### config.mk
export PLATFORM = sky130hd
export DESIGN_NAME = unpack_top
export DESIGN_NICKNAME = d
export VERILOG_FILES = /design/src/source/unpack_pkg.sv /design/src/source/bfifo_if.sv /design/src/source/word_fifo.sv /design/src/source/bit_fifo.sv /design/src/source/bit_unpacker.sv /design/src/source/unpack_top.sv
export SDC_FILE = /design/constraint.sdc
export NUM_CORES = 1
export LEC_CHECK = 0
export BUFFER_PORTS_ARGS = -buffer_cell sky130_fd_sc_hd__buf_2
export CORE_MARGIN = 2
export CORE_UTILIZATION = 30
export CTS_CLUSTER_DIAMETER = 150
export DETAILED_ROUTE_END_ITERATION = 8
export SLEW_MARGIN = 25
export SYNTH_ARGS = -nofsm -noshare
export SYNTH_HDL_FRONTEND = slang
export SYNTH_HIERARCHICAL = 1
export SYNTH_SLANG_ARGS = --single-unit
export TNS_END_PERCENT = 5
### constraint.sdc
create_clock -name clk_i -period 4.3 [get_ports clk_i]
set_input_delay 0.86 -clock clk_i [delete_from_list [all_inputs] [get_ports clk_i]]
set_output_delay 0.86 -clock clk_i [all_outputs]
set_load 0.01 [all_outputs]
### src/source/unpack_pkg.sv
// unpacker package
// word, width and level sizes shared by the FIFOs and the unpacker
package unpack_pkg;

  // bits per packed and unpacked word
  localparam int DATA_W = 21;

  // holds a field width from 0 up to DATA_W
  localparam int WIDTH_W = $clog2(DATA_W) + 1;

  // bit FIFO holds two whole words
  localparam int BFIFO_BITS = 2 * DATA_W;

  // holds a bit FIFO level from 0 up to BFIFO_BITS
  localparam int LEVEL_W = $clog2(BFIFO_BITS) + 1;

  // word FIFO geometry
  localparam int FIFO_DEPTH = 8;
  localparam int FIFO_AW = $clog2(FIFO_DEPTH);

endpackage

### src/source/bfifo_if.sv
// bit FIFO link
// push and pop sides between the unpacker control and the bit store
`timescale 1ns/1ps

interface bfifo_if;

  // push side, levels count free bits
  logic                              push;
  logic [unpack_pkg::WIDTH_W-1:0]    push_width;
  logic [unpack_pkg::DATA_W-1:0]     push_data;
  logic [unpack_pkg::LEVEL_W-1:0]    push_level;

  // pop side, levels count stored bits
  logic                              pop;
  logic [unpack_pkg::WIDTH_W-1:0]    pop_width;
  logic [unpack_pkg::DATA_W-1:0]     pop_data;
  logic [unpack_pkg::LEVEL_W-1:0]    pop_level;

  modport ctrl (
    output push, push_width, push_data,
    output pop, pop_width,
    input  push_level, pop_level, pop_data
  );

  modport store (
    input  push, push_width, push_data,
    input  pop, pop_width,
    output push_level, pop_level, pop_data
  );

endinterface

### src/source/word_fifo.sv
// word FIFO
// circular buffer with write and read strobes and registered read data
`timescale 1ns/1ps

module word_fifo (
  input  logic                          clk_i,
  input  logic                          rst_n_i,
  // write side
  input  logic                          write_i,
  input  logic [unpack_pkg::DATA_W-1:0] wdata_i,
  output logic                          full_o,
  // read side
  input  logic                          read_i,
  output logic [unpack_pkg::DATA_W-1:0] rdata_o,
  output logic                          empty_o
);

  // pointers carry one extra wrap bit
  logic [unpack_pkg::FIFO_AW:0]  wptr_q;
  logic [unpack_pkg::FIFO_AW:0]  rptr_q;
  logic [unpack_pkg::DATA_W-1:0] mem_q [unpack_pkg::FIFO_DEPTH];
  logic                          wr_en;
  logic                          rd_en;

  assign empty_o = (wptr_q == rptr_q);

  // same slot, different lap
  assign full_o = (wptr_q[unpack_pkg::FIFO_AW-1:0] == rptr_q[unpack_pkg::FIFO_AW-1:0]) &&
                  (wptr_q[unpack_pkg::FIFO_AW] != rptr_q[unpack_pkg::FIFO_AW]);

  assign wr_en = write_i & ~full_o;
  assign rd_en = read_i & ~empty_o;

  always_ff @(posedge clk_i or negedge rst_n_i) begin
    if (!rst_n_i) begin
      wptr_q <= '0;
      rptr_q <= '0;
    end else begin
      if (wr_en) begin
        wptr_q <= wptr_q + 1'b1;
      end
      if (rd_en) begin
        rptr_q <= rptr_q + 1'b1;
      end
    end
  end

  // storage and read register
  always_ff @(posedge clk_i) begin
    if (wr_en) begin
      mem_q[wptr_q[unpack_pkg::FIFO_AW-1:0]] <= wdata_i;
    end
    // read data is held until the next accepted read
    if (rd_en) begin
      rdata_o <= mem_q[rptr_q[unpack_pkg::FIFO_AW-1:0]];
    end
  end

endmodule

### src/source/bit_fifo.sv
// bit FIFO
// bit-granular store of two words, pushes and pops of variable width
`timescale 1ns/1ps

module bit_fifo (
  input  logic   clk_i,
  input  logic   rst_n_i,
  bfifo_if.store bf
);

  // stored bits, oldest at bit 0
  logic [unpack_pkg::BFIFO_BITS-1:0] store_q;
  logic [unpack_pkg::BFIFO_BITS-1:0] store_d;
  logic [unpack_pkg::LEVEL_W-1:0]    fill_q;
  logic [unpack_pkg::LEVEL_W-1:0]    fill_d;

  // state once the pop has been taken out
  logic [unpack_pkg::BFIFO_BITS-1:0] kept;
  logic [unpack_pkg::LEVEL_W-1:0]    kept_fill;

  // pushed bits moved up to the fill point
  logic [unpack_pkg::BFIFO_BITS-1:0] push_field;

  // width masks
  logic [unpack_pkg::DATA_W-1:0]     pop_mask;
  logic [unpack_pkg::DATA_W-1:0]     push_mask;

  always_comb begin
    pop_mask  = ~({unpack_pkg::DATA_W{1'b1}} << bf.pop_width);
    push_mask = ~({unpack_pkg::DATA_W{1'b1}} << bf.push_width);

    // pop first, zeros shift in from the top
    if (bf.pop) begin
      kept      = store_q >> bf.pop_width;
      kept_fill = fill_q - unpack_pkg::LEVEL_W'(bf.pop_width);
    end else begin
      kept      = store_q;
      kept_fill = fill_q;
    end

    // new bits land just above what is left
    push_field = unpack_pkg::BFIFO_BITS'(bf.push_data & push_mask) << kept_fill;

    if (bf.push) begin
      store_d = kept | push_field;
      fill_d  = kept_fill + unpack_pkg::LEVEL_W'(bf.push_width);
    end else begin
      store_d = kept;
      fill_d  = kept_fill;
    end
  end

  always_ff @(posedge clk_i or negedge rst_n_i) begin
    if (!rst_n_i) begin
      store_q <= '0;
      fill_q  <= '0;
    end else begin
      store_q <= store_d;
      fill_q  <= fill_d;
    end
  end

  // lowest bits, zero-extended
  assign bf.pop_data = store_q[unpack_pkg::DATA_W-1:0] & pop_mask;

  // levels
  assign bf.pop_level  = fill_q;
  assign bf.push_level = unpack_pkg::LEVEL_W'(unpack_pkg::BFIFO_BITS) - fill_q;

endmodule

### src/source/bit_unpacker.sv
// bit unpacker
// four-step loop feeding words into the bit FIFO and popping fields
`timescale 1ns/1ps

module bit_unpacker (
  input  logic                           clk_i,
  input  logic                           rst_n_i,
  input  logic                           wrap_i,
  input  logic [unpack_pkg::WIDTH_W-1:0] width_i,
  // packed words from the input FIFO
  output logic                           read_o,
  input  logic                           rready_i,
  input  logic [unpack_pkg::DATA_W-1:0]  rdata_i,
  // fields to the output FIFO
  output logic                           write_o,
  input  logic                           wready_i,
  output logic [unpack_pkg::DATA_W-1:0]  wdata_o
);

  typedef enum logic [1:0] {
    STEP_SPAN = 2'd0,
    STEP_WAIT = 2'd1,
    STEP_PUSH = 2'd2,
    STEP_POP  = 2'd3
  } step_e;

  step_e                          step_q;
  step_e                          step_d;

  // wrap span accumulator
  logic [unpack_pkg::WIDTH_W-1:0] span_q;
  logic [unpack_pkg::WIDTH_W-1:0] span_d;
  logic [unpack_pkg::WIDTH_W:0]   span_sum;

  logic [unpack_pkg::WIDTH_W-1:0] push_width;
  logic                           read;
  logic                           push;
  logic                           pop;

  bfifo_if bf ();

  // wrap mode keeps only the low span bits of each word
  assign push_width = wrap_i ? span_q : unpack_pkg::WIDTH_W'(unpack_pkg::DATA_W);
  assign span_sum   = {1'b0, span_q} + {1'b0, width_i};

  always_comb begin
    read   = 1'b0;
    push   = 1'b0;
    pop    = 1'b0;
    span_d = span_q;
    step_d = step_q;

    case (step_q)
      STEP_SPAN: begin
        // add width until the next field would overflow a word
        if (wrap_i && (span_sum <= unpack_pkg::DATA_W)) begin
          span_d = span_sum[unpack_pkg::WIDTH_W-1:0];
        end else begin
          step_d = STEP_WAIT;
        end
      end
      STEP_WAIT: begin
        if (rready_i && (bf.push_level >= unpack_pkg::LEVEL_W'(push_width))) begin
          read   = 1'b1;
          step_d = STEP_PUSH;
        end else begin
          step_d = STEP_POP;
        end
      end
      STEP_PUSH: begin
        // word from last cycle's read is now on rdata_i
        push   = 1'b1;
        step_d = STEP_POP;
      end
      default: begin
        if ((bf.pop_level >= unpack_pkg::LEVEL_W'(width_i)) && wready_i) begin
          pop = 1'b1;
        end
        step_d = STEP_WAIT;
      end
    endcase
  end

  always_ff @(posedge clk_i or negedge rst_n_i) begin
    if (!rst_n_i) begin
      step_q <= STEP_SPAN;
      span_q <= '0;
    end else begin
      step_q <= step_d;
      span_q <= span_d;
    end
  end

  // bit FIFO control side
  assign bf.push       = push;
  assign bf.push_width = push_width;
  assign bf.push_data  = rdata_i;
  assign bf.pop        = pop;
  assign bf.pop_width  = width_i;

  bit_fifo bfifo (
    .clk_i   (clk_i),
    .rst_n_i (rst_n_i),
    .bf      (bf.store)
  );

  assign read_o  = read;
  assign write_o = pop;
  assign wdata_o = bf.pop_data;

endmodule

### src/source/unpack_top.sv
// unpacker subsystem top
// input word FIFO, bit unpacker and output word FIFO in a chain
`timescale 1ns/1ps

module unpack_top (
  input  logic                           clk_i,
  input  logic                           rst_n_i,
  // mode, held from reset
  input  logic                           wrap_i,
  input  logic [unpack_pkg::WIDTH_W-1:0] width_i,
  // packed word input
  input  logic                           in_write_i,
  input  logic [unpack_pkg::DATA_W-1:0]  in_data_i,
  output logic                           in_full_o,
  // unpacked field output
  input  logic                           out_read_i,
  output logic [unpack_pkg::DATA_W-1:0]  out_data_o,
  output logic                           out_empty_o
);

  logic                          in_read;
  logic                          in_empty;
  logic [unpack_pkg::DATA_W-1:0] in_rdata;

  logic                          out_write;
  logic                          out_full;
  logic [unpack_pkg::DATA_W-1:0] out_wdata;

  word_fifo in_fifo (
    .clk_i   (clk_i),
    .rst_n_i (rst_n_i),
    .write_i (in_write_i),
    .wdata_i (in_data_i),
    .full_o  (in_full_o),
    .read_i  (in_read),
    .rdata_o (in_rdata),
    .empty_o (in_empty)
  );

  // ready levels are the inverted FIFO flags
  bit_unpacker unpacker (
    .clk_i    (clk_i),
    .rst_n_i  (rst_n_i),
    .wrap_i   (wrap_i),
    .width_i  (width_i),
    .read_o   (in_read),
    .rready_i (~in_empty),
    .rdata_i  (in_rdata),
    .write_o  (out_write),
    .wready_i (~out_full),
    .wdata_o  (out_wdata)
  );

  word_fifo out_fifo (
    .clk_i   (clk_i),
    .rst_n_i (rst_n_i),
    .write_i (out_write),
    .wdata_i (out_wdata),
    .full_o  (out_full),
    .read_i  (out_read_i),
    .rdata_o (out_data_o),
    .empty_o (out_empty_o)
  );

endmodule

==> metrics.txt <==
# TYPE chip_impl_metric gauge
chip_impl_metric{name="die_x",unit="µm"} 284
chip_impl_metric{name="syn_area_per_cell",unit="µm²"} 14.5
chip_impl_metric{name="p_seq_share",unit="%"} 32.2
chip_impl_metric{name="boundaryPins",unit=""} 55
chip_impl_metric{name="cts.reportedPaths.clkPinSlew",unit="ps"} 70
chip_impl_metric{name="crit_path_max_fanout",unit=""} 7
chip_impl_metric{name="number_of_resized_instances_in_the_post_cts_repair_step",unit=""} 0
chip_impl_metric{name="netSwitchingFraction",unit="%"} 39.4
chip_impl_metric{name="post-cts-setup-buffer-count",unit=""} 0
chip_impl_metric{name="cts-htree-levels",unit=""} 2
chip_impl_metric{name="area_of_the_die",unit="mm²"} 0.0806
chip_impl_metric{name="synthCells",unit=""} 1618
chip_impl_metric{name="p_sw",unit="W"} 0.00820
chip_impl_info{name="cts_tree",value="done"} 1
chip_impl_metric{name="ir_worst_vdd",unit="V"} 0.000401
chip_impl_metric{name="design.final.nets",unit=""} 1800
chip_impl_metric{name="setup_viol",unit=""} 0
chip_impl_metric{name="finalMaxSlewViolations",unit=""} 0
chip_impl_info{name="cts_root_buf",value="clkbuf_16"} 1
chip_impl_metric{name="grt_use_met1",unit="%"} 19.2
chip_impl_metric{name="cts_bufs_inserted",unit=""} 45
chip_impl_metric{name="power_leakage",unit="nW"} 9.55
chip_impl_metric{name="largest_net_degree_at_the_start_of_global_routing",unit=""} 61
chip_impl_metric{name="clk_latency",unit="ps"} 590
chip_impl_metric{name="drt_drc_violations_left",unit=""} 0
chip_impl_metric{name="clockBufferDepth",unit=""} 3
chip_impl_info{name="critical_path.endpoint_type",value="flop"} 1
chip_impl_metric{name="vias_in_the_first_global_route",unit=""} 15200
chip_impl_metric{name="syn-num-nets",unit=""} 1693
chip_impl_info{name="run_status",value="finished, final reports clean"} 1
chip_impl_metric{name="grt_overflow_total",unit=""} 0
chip_impl_info{name="cell_type_with_the_largest_total_area_after_synthesis",value="edfxtp_1"} 1
chip_impl_info{name="synth.area.top_cells",value="edfxtp_1 48%, dfrtp_1 7.8%, mux4_1 7.0%, mux4_2 5.8%, mux2_2 3.1%"} 1
chip_impl_metric{name="route.antenna.remaining_nets",unit=""} 0
chip_impl_metric{name="floorplan.rows",unit=""} 102
chip_impl_metric{name="gp_congestion",unit=""} 0.914
chip_impl_metric{name="globalRouteMet3Util",unit="%"} 2.79
chip_impl_metric{name="area_delta_synth_final",unit="%"} 14.1
chip_impl_metric{name="grt_usage",unit="%"} 14.7
chip_impl_metric{name="max-slew-margin-rel",unit="%"} 35.6
chip_impl_metric{name="routed_wire_length_per_instance",unit="µm"} 21.4
chip_impl_metric{name="clock_power_share",unit="%"} 18.8
chip_impl_metric{name="ys_ff_latch",unit=""} 451
chip_impl_metric{name="detailroute.via_count",unit=""} 14800
chip_impl_info{name="yosys.cell_count.top_type",value="edfxtp_1"} 1
chip_impl_metric{name="die-height",unit="µm"} 284
chip_impl_metric{name="synth-edff-count",unit=""} 378
chip_impl_metric{name="start_util",unit="%"} 30.3
chip_impl_metric{name="portBuffers",unit=""} 54
chip_impl_metric{name="ctsHoldBuffers",unit=""} 0
chip_impl_metric{name="drt-pass1-iter-count",unit=""} 6
chip_impl_metric{name="drive_gt1_share",unit="%"} 24.6
chip_impl_info{name="grt_setup_unrepaired",value="no"} 1
chip_impl_info{name="hold_class",value="input port to async pin"} 1
chip_impl_metric{name="power.internal",unit="W"} 0.0126
chip_impl_metric{name="critPathRequiredTime",unit="ps"} 4810
chip_impl_metric{name="synth_sequential_area_ratio",unit="%"} 56.1
chip_impl_metric{name="fin_crit",unit="ps"} 3900
chip_impl_metric{name="synthDominantCellAreaShare",unit="%"} 48.3
chip_impl_metric{name="fmax",unit="GHz"} 0.257
chip_impl_metric{name="finalSetupTns",unit="ps"} 0
chip_impl_metric{name="finalCritPeriodShare",unit="%"} 90.6
chip_impl_metric{name="dpl.hpwl",unit="µm"} 39800
chip_impl_metric{name="arrival",unit="ps"} 4410
chip_impl_metric{name="finalWirelength",unit="µm"} 59900
chip_impl_metric{name="post_synthesis_instance_area",unit="mm²"} 0.0235
chip_impl_info{name="critical_path.startpoint_type",value="flop"} 1
chip_impl_metric{name="finClkSkew",unit="ps"} 35.3
chip_impl_info{name="synth_top_flop_cell",value="edfxtp_1"} 1
chip_impl_metric{name="worst_slew_pin_slew",unit="ps"} 958
chip_impl_metric{name="p_per_area",unit="mW/mm²"} 776
chip_impl_metric{name="clock_sinks",unit=""} 451
chip_impl_metric{name="initial_antenna_violation_count",unit=""} 5
chip_impl_metric{name="drt-vias-per-instance",unit=""} 5.28
chip_impl_info{name="grt.busiest_layer",value="met2"} 1
chip_impl_metric{name="synth_warnings",unit=""} 6
chip_impl_metric{name="synth_cell_type_count",unit=""} 98
chip_impl_metric{name="hold_ws",unit="ps"} 307
chip_impl_metric{name="asyncSetResetFlopFracSynth",unit="%"} 16.2
chip_impl_metric{name="drv_cap",unit=""} 0
chip_impl_metric{name="combPwrFrac",unit="%"} 49.0
chip_impl_metric{name="hold_viol",unit=""} 0
chip_impl_metric{name="design.core.area",unit="mm²"} 0.0775
chip_impl_metric{name="initial_drc_count",unit=""} 1358
chip_impl_metric{name="first_pass_grt_wire_length",unit="µm"} 93200
chip_impl_info{name="synth.cells.most_frequent",value="378 x edfxtp_1, 110 x nand2_1, 83 x nor2_1, 82 x o21ai_0, 73 x dfrtp_1"} 1
chip_impl_info{name="setup.worst_path.class",value="flop to flop"} 1
chip_impl_metric{name="use_met2",unit="%"} 24.5
## flip-flops by register name (all words and copies together) (netlist names)
name	cells
in_fifo/mem_q	168
out_fifo/mem_q	168
unpacker/bfifo/store_q	42
in_fifo/rdata_o	21
out_fifo/rdata_o	21
unpacker/bfifo/bf.pop_level	7
unpacker/span_q	6
in_fifo/rptr_q	4
in_fifo/wptr_q	4
out_fifo/rptr_q	4
out_fifo/wptr_q	4
unpacker/step_q	2
## per-layer routing
metal | share of wire (%) | vias up
li1 | - | 6690
met1 | 43 | 7454
met2 | 48 | 493
met3 | 5.7 | 129
met4 | 3.5 | 8
met5 | 0.077 | -
## cell families after synthesis
group | after synthesis | synth area share [%]
flip-flops | 451 | 56.1
AO/OA/AOI/OAI | 344 | 10.6
AND/OR/NAND/NOR | 340 | 7.01
multiplexers | 242 | 18.3
buffers and inverters | 158 | 3.73
adder cells (fa/ha/maj) | 43 | 2.39
XOR/XNOR | 40 | 1.87
## power groups by stage
stage | clock [W] | sequential, W | combinational (W)
floorplan | 0 | 0.00648 | 0.00701
global placement | 0 | 0.00675 | 0.0100
detailed placement | 0 | 0.00678 | 0.0101
CTS | 0.00401 | 0.00670 | 0.0102
global route | 0.00420 | 0.00679 | 0.0111
finish | 0.00391 | 0.00670 | 0.0102
## final timing paths
check                                               startpoint                             end  slack [ps]  cells past startpoint
worst min register to register              unpacker/span_q[0]              unpacker/span_q[0]         540                      1
worst max register to register  unpacker/bfifo/bf.pop_level[0]  unpacker/bfifo/bf.pop_level[6]         400                     19
min in group clk_i                          unpacker/span_q[0]              unpacker/span_q[0]         540                      1
max in group asynchronous                              rst_n_i      unpacker/bfifo/store_q[38]        3040                      2
worst min-delay path                                   rst_n_i               in_fifo/wptr_q[0]         310                      1
worst max-delay path            unpacker/bfifo/bf.pop_level[0]  unpacker/bfifo/bf.pop_level[6]         400                     19
## final cells by class
cell class | instances | area [µm²]
Fill cell | 7495 | 50600
Sequential cell | 451 | 13200
Multi-Input combinational cell | 1009 | 9550
Tap cell | 1040 | 1300
Clock buffer | 59 | 1190
Timing Repair Buffer | 166 | 1140
Clock inverter | 22 | 256
Inverter | 52 | 195
Antenna cell | 1 | 2.50
## cells in the final DEF (no fill, tap or decap), types with 51 or more instances in the layout
master / count
edfxtp_1: 378
buf_4: 111
nand2_1: 110
o21ai_0: 82
nor2_1: 79
dfrtp_1: 68
mux2_2: 65
mux4_1: 63
mux4_2: 60
buf_2: 53
a21oi_1: 51
## worst max-delay path, stage by stage (launching register included)
cell      delay (ps)
dfrtp_2          440
inv_1             80
ha_1             260
nand2b_1         140
a21o_1           190
a21oi_1          160
nor2b_1           60
o21ai_0          290
a21oi_4          150
and2b_4          210
nor2_4           140
inv_2             80
ha_1             210
fa_1             440
a21o_1           200
a21oi_1          180
nor2b_1           70
o21a_1           170
o21ai_0          200
xor2_1           160
## stage by stage
| stage | power (W) | utilization (%) | area [µm²] | worst slack [ps] | cells |
|---|---|---|---|---|---|
| final | 0.0208 | 34.6 | 26800 | 405 | 2800 |
| after global routing | 0.0221 | 34.6 | 26800 | 72.5 | 2800 |
| after CTS | 0.0209 | 34.6 | 26800 | 186 | 2799 |
| after detailed placement | 0.0169 | 32.7 | 25400 | -59.2 | 2718 |
| after global placement | 0.0168 | 32.7 | 25400 | -35.1 | 2718 |
| after floorplan | 0.0135 | - | 23500 | -566 | 1618 |
(Power assumes the default switching activity.)
